`config.mk`:
```
export PLATFORM = sky130hd
export DESIGN_NAME = mem_ctl
export DESIGN_NICKNAME = d
export VERILOG_FILES = /design/src/mem_ctl_pkg.sv /design/src/mem_req_if.sv /design/src/data_unit.sv /design/src/fetch_unit.sv /design/src/mem_arbiter.sv /design/src/mem_ctl.sv /design/src/qspi_master.sv
export SDC_FILE = /design/constraint.sdc
export NUM_CORES = 1
export LEC_CHECK = 0
export ABC_AREA = 0
export BUFFER_PORTS_ARGS = -buffer_cell sky130_fd_sc_hd__buf_2
export CORE_ASPECT_RATIO = 0.6
export CORE_MARGIN = 2
export CORE_UTILIZATION = 40
export DETAILED_ROUTE_END_ITERATION = 6
export GPL_TIMING_DRIVEN = 0
export PLACE_DENSITY = 0.63
export SLEW_MARGIN = 20
export SYNTH_ARGS = -nofsm -noshare
export SYNTH_HDL_FRONTEND = slang
export SYNTH_HIERARCHICAL = 1
export SYNTH_SLANG_ARGS = --single-unit
```
`constraint.sdc`:
```
create_clock -name clk -period 7.1 [get_ports clk]
set_input_delay 0.355 -clock clk [delete_from_list [all_inputs] [get_ports clk]]
set_output_delay 0.355 -clock clk [all_outputs]
set_load 0.005 [all_outputs]
```
`src/mem_ctl_pkg.sv`:
```
// Memory controller shared types
package mem_ctl_pkg;

    // Device byte address on the SPI bus
    typedef logic [23:0] spi_addr_t;

    // One bus word, seen by the core or as bytes in wire order
    typedef union packed {
        logic [31:0]     word;
        logic [3:0][7:0] bytes;
    } spi_word_u;

    // Transfer length in bytes: 1, 2 or 4
    typedef logic [2:0] byte_cnt_t;

    typedef enum logic {
        target_flash = 1'b0,
        target_psram = 1'b1
    } mem_target_e;

    // Load/store funct3 values
    typedef enum logic [2:0] {
        size_byte   = 3'b000,
        size_half   = 3'b001,
        size_word   = 3'b010,
        size_byte_u = 3'b100,
        size_half_u = 3'b101
    } mem_size_e;

    // Quad SPI commands
    localparam logic [7:0] qspi_cmd_read  = 8'heb;
    localparam logic [7:0] qspi_cmd_write = 8'h38;

endpackage

```
`src/mem_req_if.sv`:
```
// Four-phase memory request link
`timescale 1ns/1ps

interface mem_req_if
    import mem_ctl_pkg::*;
();
    logic        req;
    logic        we;
    mem_target_e target;
    spi_addr_t   addr;
    byte_cnt_t   len;
    spi_word_u   wdata;
    spi_word_u   rdata;
    logic        ack;

    // Request side holds the fields stable while req is high
    modport requester (
        output req, we, target, addr, len, wdata,
        input  rdata, ack
    );

    modport server (
        input  req, we, target, addr, len, wdata,
        output rdata, ack
    );

endinterface

```
`src/data_unit.sv`:
```
// Data access decode and sizing
`timescale 1ns/1ps

module data_unit
    import mem_ctl_pkg::*;
#(
    parameter logic [7:0] FLASH_BASE = 8'h00,
    parameter logic [7:0] PSRAM_BASE = 8'h01
) (
    input  logic         clk,
    input  logic         rst_n,
    input  logic [31:0]  mem_addr,
    input  logic [31:0]  mem_wdata,
    input  mem_size_e    mem_flag,
    input  logic         mem_we,
    input  logic         mem_re,
    output logic [31:0]  mem_rdata,
    output logic         mem_ready,
    mem_req_if.requester data
);
    localparam logic [1:0] DU_IDLE  = 2'd0;
    localparam logic [1:0] DU_LOCAL = 2'd1;
    localparam logic [1:0] DU_ISSUE = 2'd2;
    localparam logic [1:0] DU_BUSY  = 2'd3;

    logic [1:0]  state;
    logic        req_q;
    logic        we_q;
    mem_target_e target_q;
    spi_addr_t   addr_q;
    byte_cnt_t   len_q;
    spi_word_u   wdata_q;
    logic        hit_flash;
    logic        hit_psram;
    byte_cnt_t   len_d;

    assign hit_flash = (mem_addr[31:24] == FLASH_BASE);
    assign hit_psram = (mem_addr[31:24] == PSRAM_BASE);

    // Signed and unsigned sizes move the same number of bytes
    always_comb begin
        case (mem_flag)
            size_byte, size_byte_u: len_d = 3'd1;
            size_half, size_half_u: len_d = 3'd2;
            default:                len_d = 3'd4;
        endcase
    end

    assign data.req    = req_q;
    assign data.we     = we_q;
    assign data.target = target_q;
    assign data.addr   = addr_q;
    assign data.len    = len_q;
    assign data.wdata  = wdata_q;

    always_ff @(posedge clk or negedge rst_n) begin
        if (!rst_n) begin
            state     <= DU_IDLE;
            req_q     <= 1'b0;
            mem_ready <= 1'b0;
        end else begin
            mem_ready <= 1'b0;
            case (state)
                DU_IDLE: begin
                    if (mem_re || mem_we) begin
                        state <= (hit_flash || hit_psram) ? DU_ISSUE : DU_LOCAL;
                    end
                end
                // Unmapped, answer without touching the bus
                DU_LOCAL: begin
                    mem_ready <= 1'b1;
                    state     <= DU_IDLE;
                end
                // Previous handshake may still be closing
                DU_ISSUE: begin
                    if (!data.ack) begin
                        req_q <= 1'b1;
                        state <= DU_BUSY;
                    end
                end
                default: begin
                    if (data.ack) begin
                        req_q     <= 1'b0;
                        mem_ready <= 1'b1;
                        state     <= DU_IDLE;
                    end
                end
            endcase
        end
    end

    always_ff @(posedge clk) begin
        if (state == DU_IDLE && (mem_re || mem_we)) begin
            we_q     <= mem_we;
            target_q <= hit_flash ? target_flash : target_psram;
            addr_q   <= mem_addr[23:0];
            len_q    <= len_d;
            // Low byte sits at the lowest address
            wdata_q.word <= mem_wdata;
        end
        if (state == DU_LOCAL) begin
            mem_rdata <= '0;
        end else if (state == DU_BUSY && data.ack) begin
            case (len_q)
                3'd1:    mem_rdata <= {24'h0, data.rdata.bytes[0]};
                3'd2:    mem_rdata <= {16'h0, data.rdata.bytes[1], data.rdata.bytes[0]};
                default: mem_rdata <= data.rdata.word;
            endcase
        end
    end

endmodule

```
`src/fetch_unit.sv`:
```
// Instruction word fetch
`timescale 1ns/1ps

module fetch_unit
    import mem_ctl_pkg::*;
(
    input  logic         clk,
    input  logic         rst_n,
    input  spi_addr_t    instr_addr,
    output logic [31:0]  instr_data,
    output logic         instr_ready,
    mem_req_if.requester fetch
);
    logic      valid;
    spi_addr_t tag;
    spi_addr_t addr_q;
    logic      req_q;
    logic      miss;

    assign miss        = !valid || (tag != instr_addr);
    assign instr_ready = !miss;

    // Always a full word from flash
    assign fetch.req    = req_q;
    assign fetch.we     = 1'b0;
    assign fetch.target = target_flash;
    assign fetch.addr   = addr_q;
    assign fetch.len    = 3'd4;
    assign fetch.wdata  = '0;

    always_ff @(posedge clk or negedge rst_n) begin
        if (!rst_n) begin
            valid  <= 1'b0;
            tag    <= '0;
            addr_q <= '0;
            req_q  <= 1'b0;
        end else if (req_q) begin
            if (fetch.ack) begin
                valid <= 1'b1;
                tag   <= addr_q;
                req_q <= 1'b0;
            end
        end else if (miss && !fetch.ack) begin
            // New address, or the core moved on during the last fetch
            req_q  <= 1'b1;
            addr_q <= instr_addr;
        end
    end

    always_ff @(posedge clk) begin
        if (req_q && fetch.ack) begin
            instr_data <= fetch.rdata.word;
        end
    end

endmodule

```
`src/mem_arbiter.sv`:
```
// Data over fetch bus arbiter
`timescale 1ns/1ps

module mem_arbiter
    import mem_ctl_pkg::*;
(
    input  logic         clk,
    input  logic         rst_n,
    mem_req_if.server    fetch,
    mem_req_if.server    data,
    mem_req_if.requester bus,
    output logic         abort,
    output logic         flash_cs_n,
    output logic         ram_cs_n,
    input  logic         bus_cs_n
);
    localparam logic [1:0] ARB_IDLE  = 2'd0;
    localparam logic [1:0] ARB_BUSY  = 2'd1;
    localparam logic [1:0] ARB_ABORT = 2'd2;

    logic [1:0] state;
    logic       grant_data;
    logic       sel_req;
    logic       serving;

    assign sel_req = grant_data ? data.req : fetch.req;
    assign serving = (state == ARB_BUSY);

    // Fields follow the granted side
    always_comb begin
        if (grant_data) begin
            bus.we     = data.we;
            bus.target = data.target;
            bus.addr   = data.addr;
            bus.len    = data.len;
            bus.wdata  = data.wdata;
        end else begin
            bus.we     = fetch.we;
            bus.target = fetch.target;
            bus.addr   = fetch.addr;
            bus.len    = fetch.len;
            bus.wdata  = fetch.wdata;
        end
    end

    // Request stays up through the abort cycle, then drops with it
    assign bus.req     = (state != ARB_IDLE) && sel_req;
    assign abort       = (state == ARB_ABORT);
    assign data.ack    = serving && grant_data && bus.ack;
    assign fetch.ack   = serving && !grant_data && bus.ack;
    assign data.rdata  = bus.rdata;
    assign fetch.rdata = bus.rdata;

    assign flash_cs_n = (bus.target == target_flash) ? bus_cs_n : 1'b1;
    assign ram_cs_n   = (bus.target == target_psram) ? bus_cs_n : 1'b1;

    always_ff @(posedge clk or negedge rst_n) begin
        if (!rst_n) begin
            state      <= ARB_IDLE;
            grant_data <= 1'b0;
        end else begin
            case (state)
                ARB_IDLE: begin
                    if (data.req) begin
                        grant_data <= 1'b1;
                        state      <= ARB_BUSY;
                    end else if (fetch.req) begin
                        grant_data <= 1'b0;
                        state      <= ARB_BUSY;
                    end
                end
                ARB_BUSY: begin
                    if (!sel_req && !bus.ack) begin
                        state <= ARB_IDLE;
                    end else if (!grant_data && fetch.req && data.req
                                 && !bus.ack && !bus_cs_n) begin
                        // Only a fetch with chip select low is cut short
                        // Fetch keeps its req and is granted again later
                        state <= ARB_ABORT;
                    end
                end
                default: state <= ARB_IDLE;
            endcase
        end
    end

endmodule

```
`src/mem_ctl.sv`:
```
// Flash and PSRAM memory controller
`timescale 1ns/1ps

module mem_ctl
    import mem_ctl_pkg::*;
#(
    parameter logic [7:0] FLASH_BASE   = 8'h00,
    parameter logic [7:0] PSRAM_BASE   = 8'h01,
    parameter int         DUMMY_CYCLES = 4
) (
    input  logic        clk,
    input  logic        rst_n,
    // Instruction side
    input  logic [31:0] instr_addr,
    output logic [31:0] instr_data,
    output logic        instr_ready,
    // Data side
    input  logic [31:0] mem_addr,
    input  logic [31:0] mem_wdata,
    input  mem_size_e   mem_flag,
    input  logic        mem_we,
    input  logic        mem_re,
    output logic [31:0] mem_rdata,
    output logic        mem_ready,
    // Shared quad SPI pins
    output logic        flash_cs_n,
    output logic        ram_cs_n,
    output logic        spi_sclk,
    input  logic [3:0]  spi_io_in,
    output logic [3:0]  spi_io_out,
    output logic [3:0]  spi_io_oe
);
    logic abort;
    logic bus_cs_n;

    mem_req_if fetch_if ();
    mem_req_if data_if ();
    mem_req_if bus_if ();

    // Flash is addressed with the low 24 bits only
    fetch_unit u_fetch (
        .clk         (clk),
        .rst_n       (rst_n),
        .instr_addr  (instr_addr[23:0]),
        .instr_data  (instr_data),
        .instr_ready (instr_ready),
        .fetch       (fetch_if.requester)
    );

    data_unit #(
        .FLASH_BASE (FLASH_BASE),
        .PSRAM_BASE (PSRAM_BASE)
    ) u_data (
        .clk       (clk),
        .rst_n     (rst_n),
        .mem_addr  (mem_addr),
        .mem_wdata (mem_wdata),
        .mem_flag  (mem_flag),
        .mem_we    (mem_we),
        .mem_re    (mem_re),
        .mem_rdata (mem_rdata),
        .mem_ready (mem_ready),
        .data      (data_if.requester)
    );

    mem_arbiter u_arb (
        .clk        (clk),
        .rst_n      (rst_n),
        .fetch      (fetch_if.server),
        .data       (data_if.server),
        .bus        (bus_if.requester),
        .abort      (abort),
        .flash_cs_n (flash_cs_n),
        .ram_cs_n   (ram_cs_n),
        .bus_cs_n   (bus_cs_n)
    );

    qspi_master #(
        .DUMMY_CYCLES (DUMMY_CYCLES)
    ) u_qspi (
        .clk    (clk),
        .rst_n  (rst_n),
        .bus    (bus_if.server),
        .abort  (abort),
        .cs_n   (bus_cs_n),
        .sclk   (spi_sclk),
        .io_in  (spi_io_in),
        .io_out (spi_io_out),
        .io_oe  (spi_io_oe)
    );

endmodule

```
`src/qspi_master.sv`:
```
// Quad SPI transfer engine
`timescale 1ns/1ps

module qspi_master
    import mem_ctl_pkg::*;
#(
    parameter int DUMMY_CYCLES = 4
) (
    input  logic       clk,
    input  logic       rst_n,
    mem_req_if.server  bus,
    input  logic       abort,
    output logic       cs_n,
    output logic       sclk,
    input  logic [3:0] io_in,
    output logic [3:0] io_out,
    output logic [3:0] io_oe
);
    localparam logic [1:0] ST_IDLE = 2'd0;
    localparam logic [1:0] ST_XFER = 2'd1;
    localparam logic [1:0] ST_END  = 2'd2;
    localparam logic [1:0] ST_WAIT = 2'd3;

    logic [1:0]  state;
    logic        ack_q;
    logic [7:0]  nib;
    logic [63:0] sr;
    spi_word_u   rx;
    logic [7:0]  data_start;
    logic [7:0]  last_nib;
    logic [7:0]  dnib;

    // Period index where data begins, reads add the dummy periods
    assign data_start = bus.we ? 8'd8 : 8'(8 + DUMMY_CYCLES);
    assign last_nib   = data_start + {4'd0, bus.len, 1'b0} - 8'd1;
    assign dnib       = nib - data_start;

    assign io_out    = sr[63:60];
    assign io_oe     = (state == ST_XFER && (nib < 8'd8 || bus.we)) ? 4'hf : 4'h0;
    assign bus.ack   = ack_q;
    assign bus.rdata = rx;

    always_ff @(posedge clk or negedge rst_n) begin
        if (!rst_n) begin
            state <= ST_IDLE;
            cs_n  <= 1'b1;
            sclk  <= 1'b0;
            ack_q <= 1'b0;
            nib   <= '0;
        end else begin
            case (state)
                ST_IDLE: begin
                    if (bus.req && !abort) begin
                        cs_n  <= 1'b0;
                        nib   <= '0;
                        state <= ST_XFER;
                    end
                end
                ST_XFER: begin
                    if (abort) begin
                        cs_n  <= 1'b1;
                        sclk  <= 1'b0;
                        state <= ST_WAIT;
                    end else if (!sclk) begin
                        sclk <= 1'b1;
                    end else begin
                        sclk <= 1'b0;
                        if (nib == last_nib) begin
                            cs_n  <= 1'b1;
                            state <= ST_END;
                        end else begin
                            nib <= nib + 8'd1;
                        end
                    end
                end
                // Aborted transfers never raise ack
                ST_END: begin
                    ack_q <= !abort;
                    state <= ST_WAIT;
                end
                default: begin
                    if (!bus.req) begin
                        ack_q <= 1'b0;
                        state <= ST_IDLE;
                    end
                end
            endcase
        end
    end

    // Shift out on the falling edge, sample on the rising edge
    always_ff @(posedge clk) begin
        if (state == ST_IDLE && bus.req) begin
            sr <= {(bus.we ? qspi_cmd_write : qspi_cmd_read), bus.addr,
                   bus.wdata.bytes[0], bus.wdata.bytes[1],
                   bus.wdata.bytes[2], bus.wdata.bytes[3]};
            rx <= '0;
        end else if (state == ST_XFER && sclk) begin
            sr <= {sr[59:0], 4'h0};
        end else if (state == ST_XFER && !bus.we && nib >= data_start) begin
            // High nibble first within each byte
            if (!dnib[0]) begin
                rx.bytes[dnib[2:1]][7:4] <= io_in;
            end else begin
                rx.bytes[dnib[2:1]][3:0] <= io_in;
            end
        end
    end

endmodule

```
==> results of run 1 <==
[layout make-up]
cell class	instances	area (um^2)
Fill cell	2746	15300
Sequential cell	291	7749
Multi-Input combinational cell	598	4126
Timing Repair Buffer	236	1549
Buffer	153	1091
Clock buffer	41	852.1
Tap cell	416	520.5
Clock inverter	11	157.7
Inverter	16	60.06
Antenna cell	1	2.502
[registers in the layout (all words and copies together) (netlist names), 2 cells and up]
| name | flops |
|---|---|
| u_fetch/instr_data | 32 |
| u_data/data.addr | 24 |
| u_qspi/nib | 8 |
| u_data/data.wdata | 32 |
| u_arb/state | 2 |
| u_data/mem_rdata | 32 |
| u_qspi/bus.rdata | 32 |
| u_data/data.len | 3 |
| u_qspi/sr | 64 |
| u_fetch/tag | 24 |
| u_fetch/fetch.addr | 24 |
| u_data/state | 2 |
| u_qspi/state | 2 |
[per-stage QoR]
step | hold WS (ps) | cells | utilization
after floorplan | 59.41 | 1058 | -
final | 47.35 | 1763 | 0.5129
after detailed placement | 312.7 | 1652 | 0.4622
after global placement | 449.9 | 1648 | 0.4586
after global routing | 31.04 | 1762 | 0.5128
after CTS | 18.97 | 1762 | 0.5128
[where the power goes]
| group | total [W] | switching, W | internal, W |
|---|---|---|---|
| Clock | 0.00160 | 0.000651 | 0.000946 |
| Sequential | 0.00279 | 0.000268 | 0.00252 |
| Combinational | 0.00232 | 0.00131 | 0.00100 |
| Total | 0.00670 | 0.00223 | 0.00447 |
[per-layer routing]
layer / wire length [um] / up-vias / share of wire / GRT usage
met2: 12550 / 215 / 0.42 / 0.2585
li1: - / 4049 / - / -
met3: 1479 / 37 / 0.050 / 0.03112
met4: 459 / 0 / 0.015 / 0.03486
met5: 0 / - / 0 / 0
met1: 15200 / 4081 / 0.51 / 0.2718
[final timing paths]
path                                           start  slack (ps)  depth (start not counted)                endpoint
worst max-delay path                u_arb/grant_data        3340                          6  u_fetch/instr_data[17]
worst min-delay path                    spi_io_in[3]          50                          3     u_qspi/bus.rdata[7]
worst max register to register      u_arb/grant_data        3340                          6  u_fetch/instr_data[17]
worst min register to register  u_data/mem_rdata[30]         480                          1    u_data/mem_rdata[30]
max in group asynchronous                      rst_n        6270                          3           u_fetch/valid
min in group asynchronous                      rst_n         260                          2          u_qspi/bus.ack
[worst register-to-register path, stage by stage, from the launching register on]
cell and delay (ps):
dfrtp_1 400, buf_4 220, buf_6 170, nor4bb_1 880
nand2_1 500, clkbuf_1 480, inv_2 720
[repair_timing]
| action | in CTS | in global routing |
|---|---|---|
| hold endpoints to repair | 80 | 0 |
| setup buffers | 0 | 0 |
| hold buffers | 58 | 0 |
==> metrics, run 1 <==
Yosys Warn Count=6; drt via density=4.754; Max stage delay on crit path=just under 900 ps; Final HPWL DP=approximately 21 mm; RSZ-0062 raised after global routing=no; TritonRoute pass-1 iters=4; root cell of the clock tree=clkbuf_16; Syn Std Cell Area=between 10000 and 15000 um^2; Die Area=33700 um^2; Setup WS post-layout=roughly 3300 ps; crit path buf inv count=4; I/O Pins=approximately 180; CTS buffer count=28; Starting Density=0.4101; Residual DRC=0; Resized Gates After CTS=0; GRT Resource Usage Total=0.1762; Clock Pin Slew Worst Setup and Hold Paths=roughly 70 ps; CP Launch Type=register; Final Wtd Congestion=0.8185; PwrDens=between 400 and 500 nW/um^2; endpoint class of the critical path=register; cell count after synthesis=1023; Die Y=143.0 um; clock tree from TritonCTS=done; Longest Clk Path Bufs=3; outcome=finished, final reports clean; pre-CTS setup slack=3311 ps; Worst Path Max Fanout=32; antenna viol nets, final=0; Finish-stage setup viols=0; worst skew pair latency=570 ps; Max H-tree Level=1; largest net degree at the start of global routing=47; Placed Area=roughly 15000 um^2; clk sink count=291; critical path arrival=around 4000 ps; DRT iter0 DRCs=475; post-route setup TNS=0 ps; P_leak=between 7 and 8 nW; core box area=between 30000 and 40000 um^2; pin slew with the least headroom to its limit=1026 ps; VDD IR-drop max=0.2392 mV; most frequent cells in the layout=198 x nand2_1, 178 x buf_2, 157 x edfxtp_1, 111 x buf_4, 90 x mux2_2; Final Cycle Share=0.5290; Area growth, synth to finish=25.06%; number of global-route vias before repair=around 8.1k; row count=50; relative slew slack=0.3066; final WL=a little under 30 mm; worst-path cell with the longest stage delay=nor4bb_1; die width=235.7 um; synthesized area per cell=roughly 13 um^2; crit path cell chain=buf_4 -> buf_6 -> nor4bb_1 -> nand2_1 -> clkbuf_1 -> inv_2; share of layout cells above drive strength 1=0.3574; DR vias=roughly 8.4k; clk_skew=between 10 and 15 ps; wire per inst=about 17 um; family with the most delay on the worst path=buffers and inverters; final hold vios=0; Crit path required time=between 7000 and 8000 ps; Setup Crit Path Kind=register to register; worst hold path class=primary input to register; number of buffers added on ports=between 150 and 200; FMAX=about 270 MHz; Final Instance Area=16110 um^2; Nets=1441; Min Clock Period, post-route=about 3800 ps; commonest non-fill, non-tap cell in the layout=nand2_1; global-route wire length before repair=45.87 mm; global route overflow=0; initial antenna violation count=0; max cap viols=0; fin. max-slew vios=0; Total Power=approximately 0.0067 W
Power figures use the tool's default switching activity.
==> run 2, diff against run 1 <==
--- a/config.mk
+++ b/config.mk
@@ -12,7 +12,7 @@
 export CORE_UTILIZATION = 40
 export DETAILED_ROUTE_END_ITERATION = 6
 export GPL_TIMING_DRIVEN = 0
-export PLACE_DENSITY = 0.63
+export PLACE_DENSITY = 0.65
 export SLEW_MARGIN = 20
 export SYNTH_ARGS = -nofsm -noshare
 export SYNTH_HDL_FRONTEND = slang
==> constraint.sdc (replaced) <==
create_clock -name clk -period 3.4 [get_ports clk]
set_input_delay 0.17 -clock clk [delete_from_list [all_inputs] [get_ports clk]]
set_output_delay 0.17 -clock clk [all_outputs]
set_load 0.005 [all_outputs]
==> run 2 against run 1 <==
Compared with the run above:
- non-clock buffer count rose by 36
- clock power rose by 100%
- first-iteration DRC count rose by 29%
- sequential power rose by 110%
- routed wire length rose by 3.4%
- worst setup slack got worse by 3200 ps
- global-route usage rose by 0.63 points
- critical endpoint is now u_qspi/state[1]
- largest power group unchanged
- highest routed layer unchanged
==> metrics, run 2 (synthesized netlist as in run 1, its figures left out) <==
outcome=finished, final reports clean; Largest Register=u_qspi/sr; M1 GR Usage=0.2795; Clock Pin Slew Worst Setup and Hold Paths=60 ps; clock tree from TritonCTS=done; final WL=approximately 31 mm; Longest Clk Path Bufs=3; worst skew pair latency=roughly 570 ps; max reg flops=64; GRT Resource Usage Total=0.1825; Worst R2R End=u_qspi/state[1]; DR vias=around 8.6k; Crit path required time=around 3800 ps; drt via density=4.747; endpoint class of the critical path=register; Hold EP=u_data/state[1]; TritonRoute pass-1 iters=5; clk_skew=about 11 ps; Area growth, synth to finish=27.71%; DRT iter0 DRCs=approximately 610; HP Start=mem_addr[26]; antenna viol nets, final=0; design internal power=just over 0.009 W; GR Layer Usage met2=0.2744; die width=around 240 um; most frequent cells in the layout=197 x nand2_1, 177 x buf_2, 157 x edfxtp_1, 112 x buf_4, 92 x dlygate4sd3_1; Worst Path Max Fanout=10; Die Area=between 30000 and 40000 um^2; Max H-tree Level=1; commonest non-fill, non-tap cell in the layout=nand2_1; pin slew with the least headroom to its limit=a little under 900 ps; Final Instance Area=roughly 16000 um^2; relative slew slack=0.4183; Die Y=143.0 um; number of buffers added on ports=approximately 170; Finish-stage setup viols=0; initial antenna violation count=0; CTS buffer count=29; FMAX=slightly above 300 MHz; hold depth=4; Sw Share=0.3385; number of global-route vias before repair=8274; global route overflow=0; Final Wtd Congestion=0.8018; P_leak=roughly 7.2 nW; clk sink count=~290; critical path arrival=around 3700 ps; Final HPWL DP=21.38 mm; share of layout cells above drive strength 1=0.3512; largest net degree at the start of global routing=46; grt peak-use layer=met1; Placed Area=approximately 15000 um^2; root cell of the clock tree=clkbuf_16; final hold vios=0; VDD IR-drop max=about 0.46 mV; wire per inst=17.05 um; Nets=1478; final cell count without fillers=between 1.5k and 2k; global-route wire length before repair=47.53 mm; clock share of power=0.231; Residual DRC=0; Gate power share=0.355; Flop pwr share=0.413; RSZ-0062 raised after global routing=no; CP Launch Type=register; post-route setup TNS=0 ps; Fin Hold WS=roughly 40 ps; row count=50; Final Cycle Share=0.9554; Setup Crit Path Kind=register to register; worst hold path class=primary input to register; Switch Pwr=between 0.004 and 0.005 W; worst reg-to-reg setup slack=150 ps; Min Clock Period, post-route=around 3200 ps; core box area=approximately 31000 um^2; PwrDens=about 850 nW/um^2; I/O Pins=184; dpl cells=roughly 1.7k; worst r2r src=u_arb/grant_data; Total Power=roughly 0.014 W; worst r2r path cells=12; grt met3 use=0.02996; max cap viols=0; Fillers=around 2.7k; fin. max-slew vios=0; Starting Density=0.4101
==> run 2: changes by cell type in the layout (fill, tap and decap cells not counted), sizes merged <==
cell	delta
inv	+1
clkinvlp	+2
buf	+1
clkbuf	-2
clkinv	+2
dlygate4sd3	+34
==> run 2: layout make-up <==
cell class	instances	area [um^2]	share of cell area
flip-flops and latches	291	7749	0.4711
multi-input cells	598	4159	0.2529
repair buffers	272	1897	0.1153
plain buffers	153	1100	0.06686
clock buffers	38	789.5	0.04800
well taps	416	520.5	0.03164
clock inverters	16	168.9	0.01027
inverters	16	62.56	0.003803
diodes	1	2.502	0.0001521
==> run 2: worst max-delay path, cell delays in order, from the launching register on <==
cell and delay, ps:
dfrtp_1 400, buf_6 180, mux2_4 340, ha_1 280
inv_1 40, ha_1 190, fa_1 440, xor2_1 170
nor4_2 270, buf_4 150, nand3_2 120, a31oi_4 200
mux2_2 360
==> run 2: per-stage QoR <==
| stage | utilization | setup slack [ps] |
|---|---|---|
| global placement | 0.4588 | -840.6 |
| global route | 0.5237 | 1.983 |
| floorplan | - | 418.4 |
| finish | 0.5237 | 151.5 |
| detailed placement | 0.4620 | -370.8 |
| CTS | 0.5221 | 23.70 |
==> run 2: power groups by stage <==
stage,logic [W],clock network [W],registers (W)
after floorplan,0.00337,0,0.00571
after global placement,0.00460,0,0.00589
after detailed placement,0.00480,0,0.00586
after CTS,0.00492,0.00332,0.00580
after global routing,0.00545,0.00347,0.00592
final,0.00499,0.00325,0.00581
==> run 2: timing repair <==
action | 4_1_cts | 5_1_grt
resized for setup | 3 | 9
pin swaps | 0 | 2
hold endpoints to repair | 165 | 0
hold buffers | 92 | 0
buffers inserted | 0 | 2
endpoints found under the setup margin | 72 | 42
==> run 2: worst max path at each step <==
stage               cells past startpoint                     end              from  slack (ps)
floorplan                              11         u_qspi/state[0]  u_arb/grant_data         420
global placement                        6  u_fetch/instr_data[30]  u_arb/grant_data        -840
detailed placement                      6  u_fetch/instr_data[25]  u_arb/grant_data        -370
finish                                 12         u_qspi/state[1]  u_arb/grant_data         150
global route                           12         u_qspi/state[1]  u_arb/grant_data           2
CTS                                    11         u_qspi/state[1]  u_arb/grant_data          20
==> run 2: routing by layer <==
metal,wire [um],vias to the layer above
li1,-,4128
met1,15520,4162
met2,13190,230
met3,1541,30
met4,450,0
met5,0,-
==> run 3, diff against run 2 <==
--- a/config.mk
+++ b/config.mk
@@ -6,13 +6,13 @@
 export NUM_CORES = 1
 export LEC_CHECK = 0
 export ABC_AREA = 0
-export BUFFER_PORTS_ARGS = -buffer_cell sky130_fd_sc_hd__buf_2
 export CORE_ASPECT_RATIO = 0.6
 export CORE_MARGIN = 2
 export CORE_UTILIZATION = 40
 export DETAILED_ROUTE_END_ITERATION = 6
+export DONT_BUFFER_PORTS = 1
 export GPL_TIMING_DRIVEN = 0
-export PLACE_DENSITY = 0.65
+export PLACE_DENSITY = 0.6
 export SLEW_MARGIN = 20
 export SYNTH_ARGS = -nofsm -noshare
 export SYNTH_HDL_FRONTEND = slang
==> run 3 against run 2 <==
Compared with the run above:
- fmax decreased by 2.9%
- sequential share of layout area grew 2.6 points
- cell area fell by 5.1%
- routed wire length fell by 2.1%
- highest routed layer unchanged
- die area did not move
- first-iteration DRC count rose by 0.49%
- via count decreased by 8.5%
- final cell count fell by 9.6%
- critical endpoint is now u_qspi/state[0]
- count of clock-buffer cells in the layout fell by 2
- sequential cell count did not move
==> metrics, run 3 (synthesized netlist as in run 1, its figures left out) <==
worst reg-to-reg setup slack=50 ps; clock tree from TritonCTS=done; Sw Share=0.3401; die width=roughly 240 um; post-route setup TNS=0 ps; VDD IR-drop max=approximately 0.46 mV; global-route wire length before repair=about 46 mm; max cap viols=0; Min Clock Period, post-route=roughly 3300 ps; root cell of the clock tree=clkbuf_16; design internal power=0.009158 W; max reg flops=64; Largest Register=u_qspi/sr; FMAX=298.9 MHz; worst hold path class=primary input to register; Fillers=2744; Longest Clk Path Bufs=3; DRT iter0 DRCs=roughly 600; Die Y=approximately 140 um; fin. max-slew vios=0; global route overflow=0; Finish-stage setup viols=0; CTS buffer count=29; relative slew slack=0.4155; Nets=around 1.3k; clock share of power=0.233; outcome=finished, final reports clean; final hold vios=0; Residual DRC=0; number of buffers added on ports=0; Starting Density=0.4101; GRT Resource Usage Total=0.1786; TritonRoute pass-1 iters=5; pin slew with the least headroom to its limit=around 880 ps; crit path cell chain=buf_12 -> mux2_4 -> ha_1 -> inv_1 -> ha_1 -> fa_1 -> xor2_1 -> nor4_2 -> nand3_1 -> a31oi_2 -> mux2_2; worst-path cell with the longest stage delay=dfrtp_2; Setup Crit Path Kind=register to register; number of global-route vias before repair=approximately 7.7k; initial antenna violation count=0; Max stage delay on crit path=between 400 and 500 ps; antenna viol nets, final=0; Max H-tree Level=1; Gate power share=0.346; clk_skew=18.27 ps; Area growth, synth to finish=21.15%; drt via density=approximately 4.8; CP Launch Type=register; Worst Path Max Fanout=10; core box area=roughly 31000 um^2; row count=50; Final Cycle Share=0.9840; share of layout cells above drive strength 1=0.2613; commonest non-fill, non-tap cell in the layout=nand2_1; most frequent cells in the layout=197 x nand2_1, 157 x edfxtp_1, 112 x buf_4, 94 x dlygate4sd3_1, 89 x mux2_2; Final HPWL DP=between 20 and 25 mm; n_diodes=0; Final Wtd Congestion=about 0.8; endpoint class of the critical path=register; P_leak=~6.5 nW; PwrDens=around 890 nW/um^2; final WL=approximately 30 mm; I/O Pins=184; critical path's most frequent cell=ha_1; critical path arrival=3790 ps; Flop pwr share=0.421; Switch Pwr=approximately 0.0047 W; DR vias=~7.8k; Crit path required time=approximately 3900 ps; clk sink count=slightly below 300; wire per inst=about 18 um; Die Area=33700 um^2; post-layout util=0.4969; worst skew pair latency=between 500 and 600 ps; largest net degree at the start of global routing=a little over 70; Clock Pin Slew Worst Setup and Hold Paths=approximately 70 ps
[run 3: cell types whose count changed in the layout (fill, tap and decap cells not counted), sizes merged]
cell / delta
clkinvlp: -2
diode: -1
clkbuf: -2
bufinv: -1
buf: -173
clkinv: +4
inv: +1
dlygate4sd3: +2
[run 3: critical path: cells and delay by family, from the launching register on]
| family | cells | cell delay (ps) |
|---|---|---|
| AOI/OAI and AO/OA | 1 | 220 |
| xor gates and xnor gates | 1 | 160 |
| adders and majority gates | 3 | 910 |
| buffers and inverters | 2 | 210 |
| DFF | 1 | 450 |
| muxes | 2 | 700 |
| and+or+nand+nor | 2 | 580 |
[run 3: per-stage QoR]
stage	cell area, um^2	cells	total power, W	hold WS (ps)	worst slack (ps)
finish	15600	1629	0.01388	67.90	54.33
global route	15600	1629	0.01471	107.4	-39.84
CTS	15560	1626	0.01392	21.06	18.10
detailed placement	13610	1477	0.01052	-120.6	-337.6
global placement	13540	1474	0.01037	-119.9	-1056
floorplan	13020	1058	0.009079	-125.6	418.4
[run 3: timing repair]
item	in CTS	in global routing
endpoints found under the hold margin	172	0
endpoints found under the setup margin	97	52
cloned	0	0
pin swaps	0	2
buffers inserted	0	3
resized for setup	6	8
hold buffers	95	0
[run 3: final timing paths]
| check | cells after the start | end | startpoint |
|---|---|---|---|
| worst max-delay path | 11 | u_qspi/state[0] | u_arb/grant_data |
| worst min-delay path | 2 | u_qspi/bus.rdata[23] | spi_io_in[3] |
| worst max register to register | 11 | u_qspi/state[0] | u_arb/grant_data |
| worst min register to register | 1 | u_fetch/valid | u_fetch/valid |
| max in group asynchronous | 2 | u_qspi/cs_n | rst_n |
| min in group asynchronous | 2 | u_fetch/fetch.addr[23] | rst_n |
[run 3: routing by layer]
metal	global-route usage	routed length [um]	vias to the layer above
met2	0.2558	12380	190
met1	0.2779	15770	3807
met5	0	0	-
li1	-	-	3790
met4	0.03285	394	0
met3	0.03712	1517	32
[run 3: power by group through the flow]
stage | clock network, W | logic, W | registers [W]
after CTS | 0.00331 | 0.00478 | 0.00584
after global routing | 0.00345 | 0.00529 | 0.00597
after floorplan | 0 | 0.00337 | 0.00571
final | 0.00323 | 0.00480 | 0.00584
after global placement | 0 | 0.00443 | 0.00594
after detailed placement | 0 | 0.00462 | 0.00590
[run 3: area by class of cell]
class / instances / area, um^2 / area share
buffer: 153 / 1110 / 0.07112
clock buffer: 36 / 793.3 / 0.05084
clock inverter: 18 / 163.9 / 0.01050
inverter: 16 / 62.56 / 0.004009
multi-input combinational: 598 / 4145 / 0.2657
sequential: 291 / 7750 / 0.4967
tap: 416 / 520.5 / 0.03336
timing repair buffer: 101 / 1059 / 0.06784
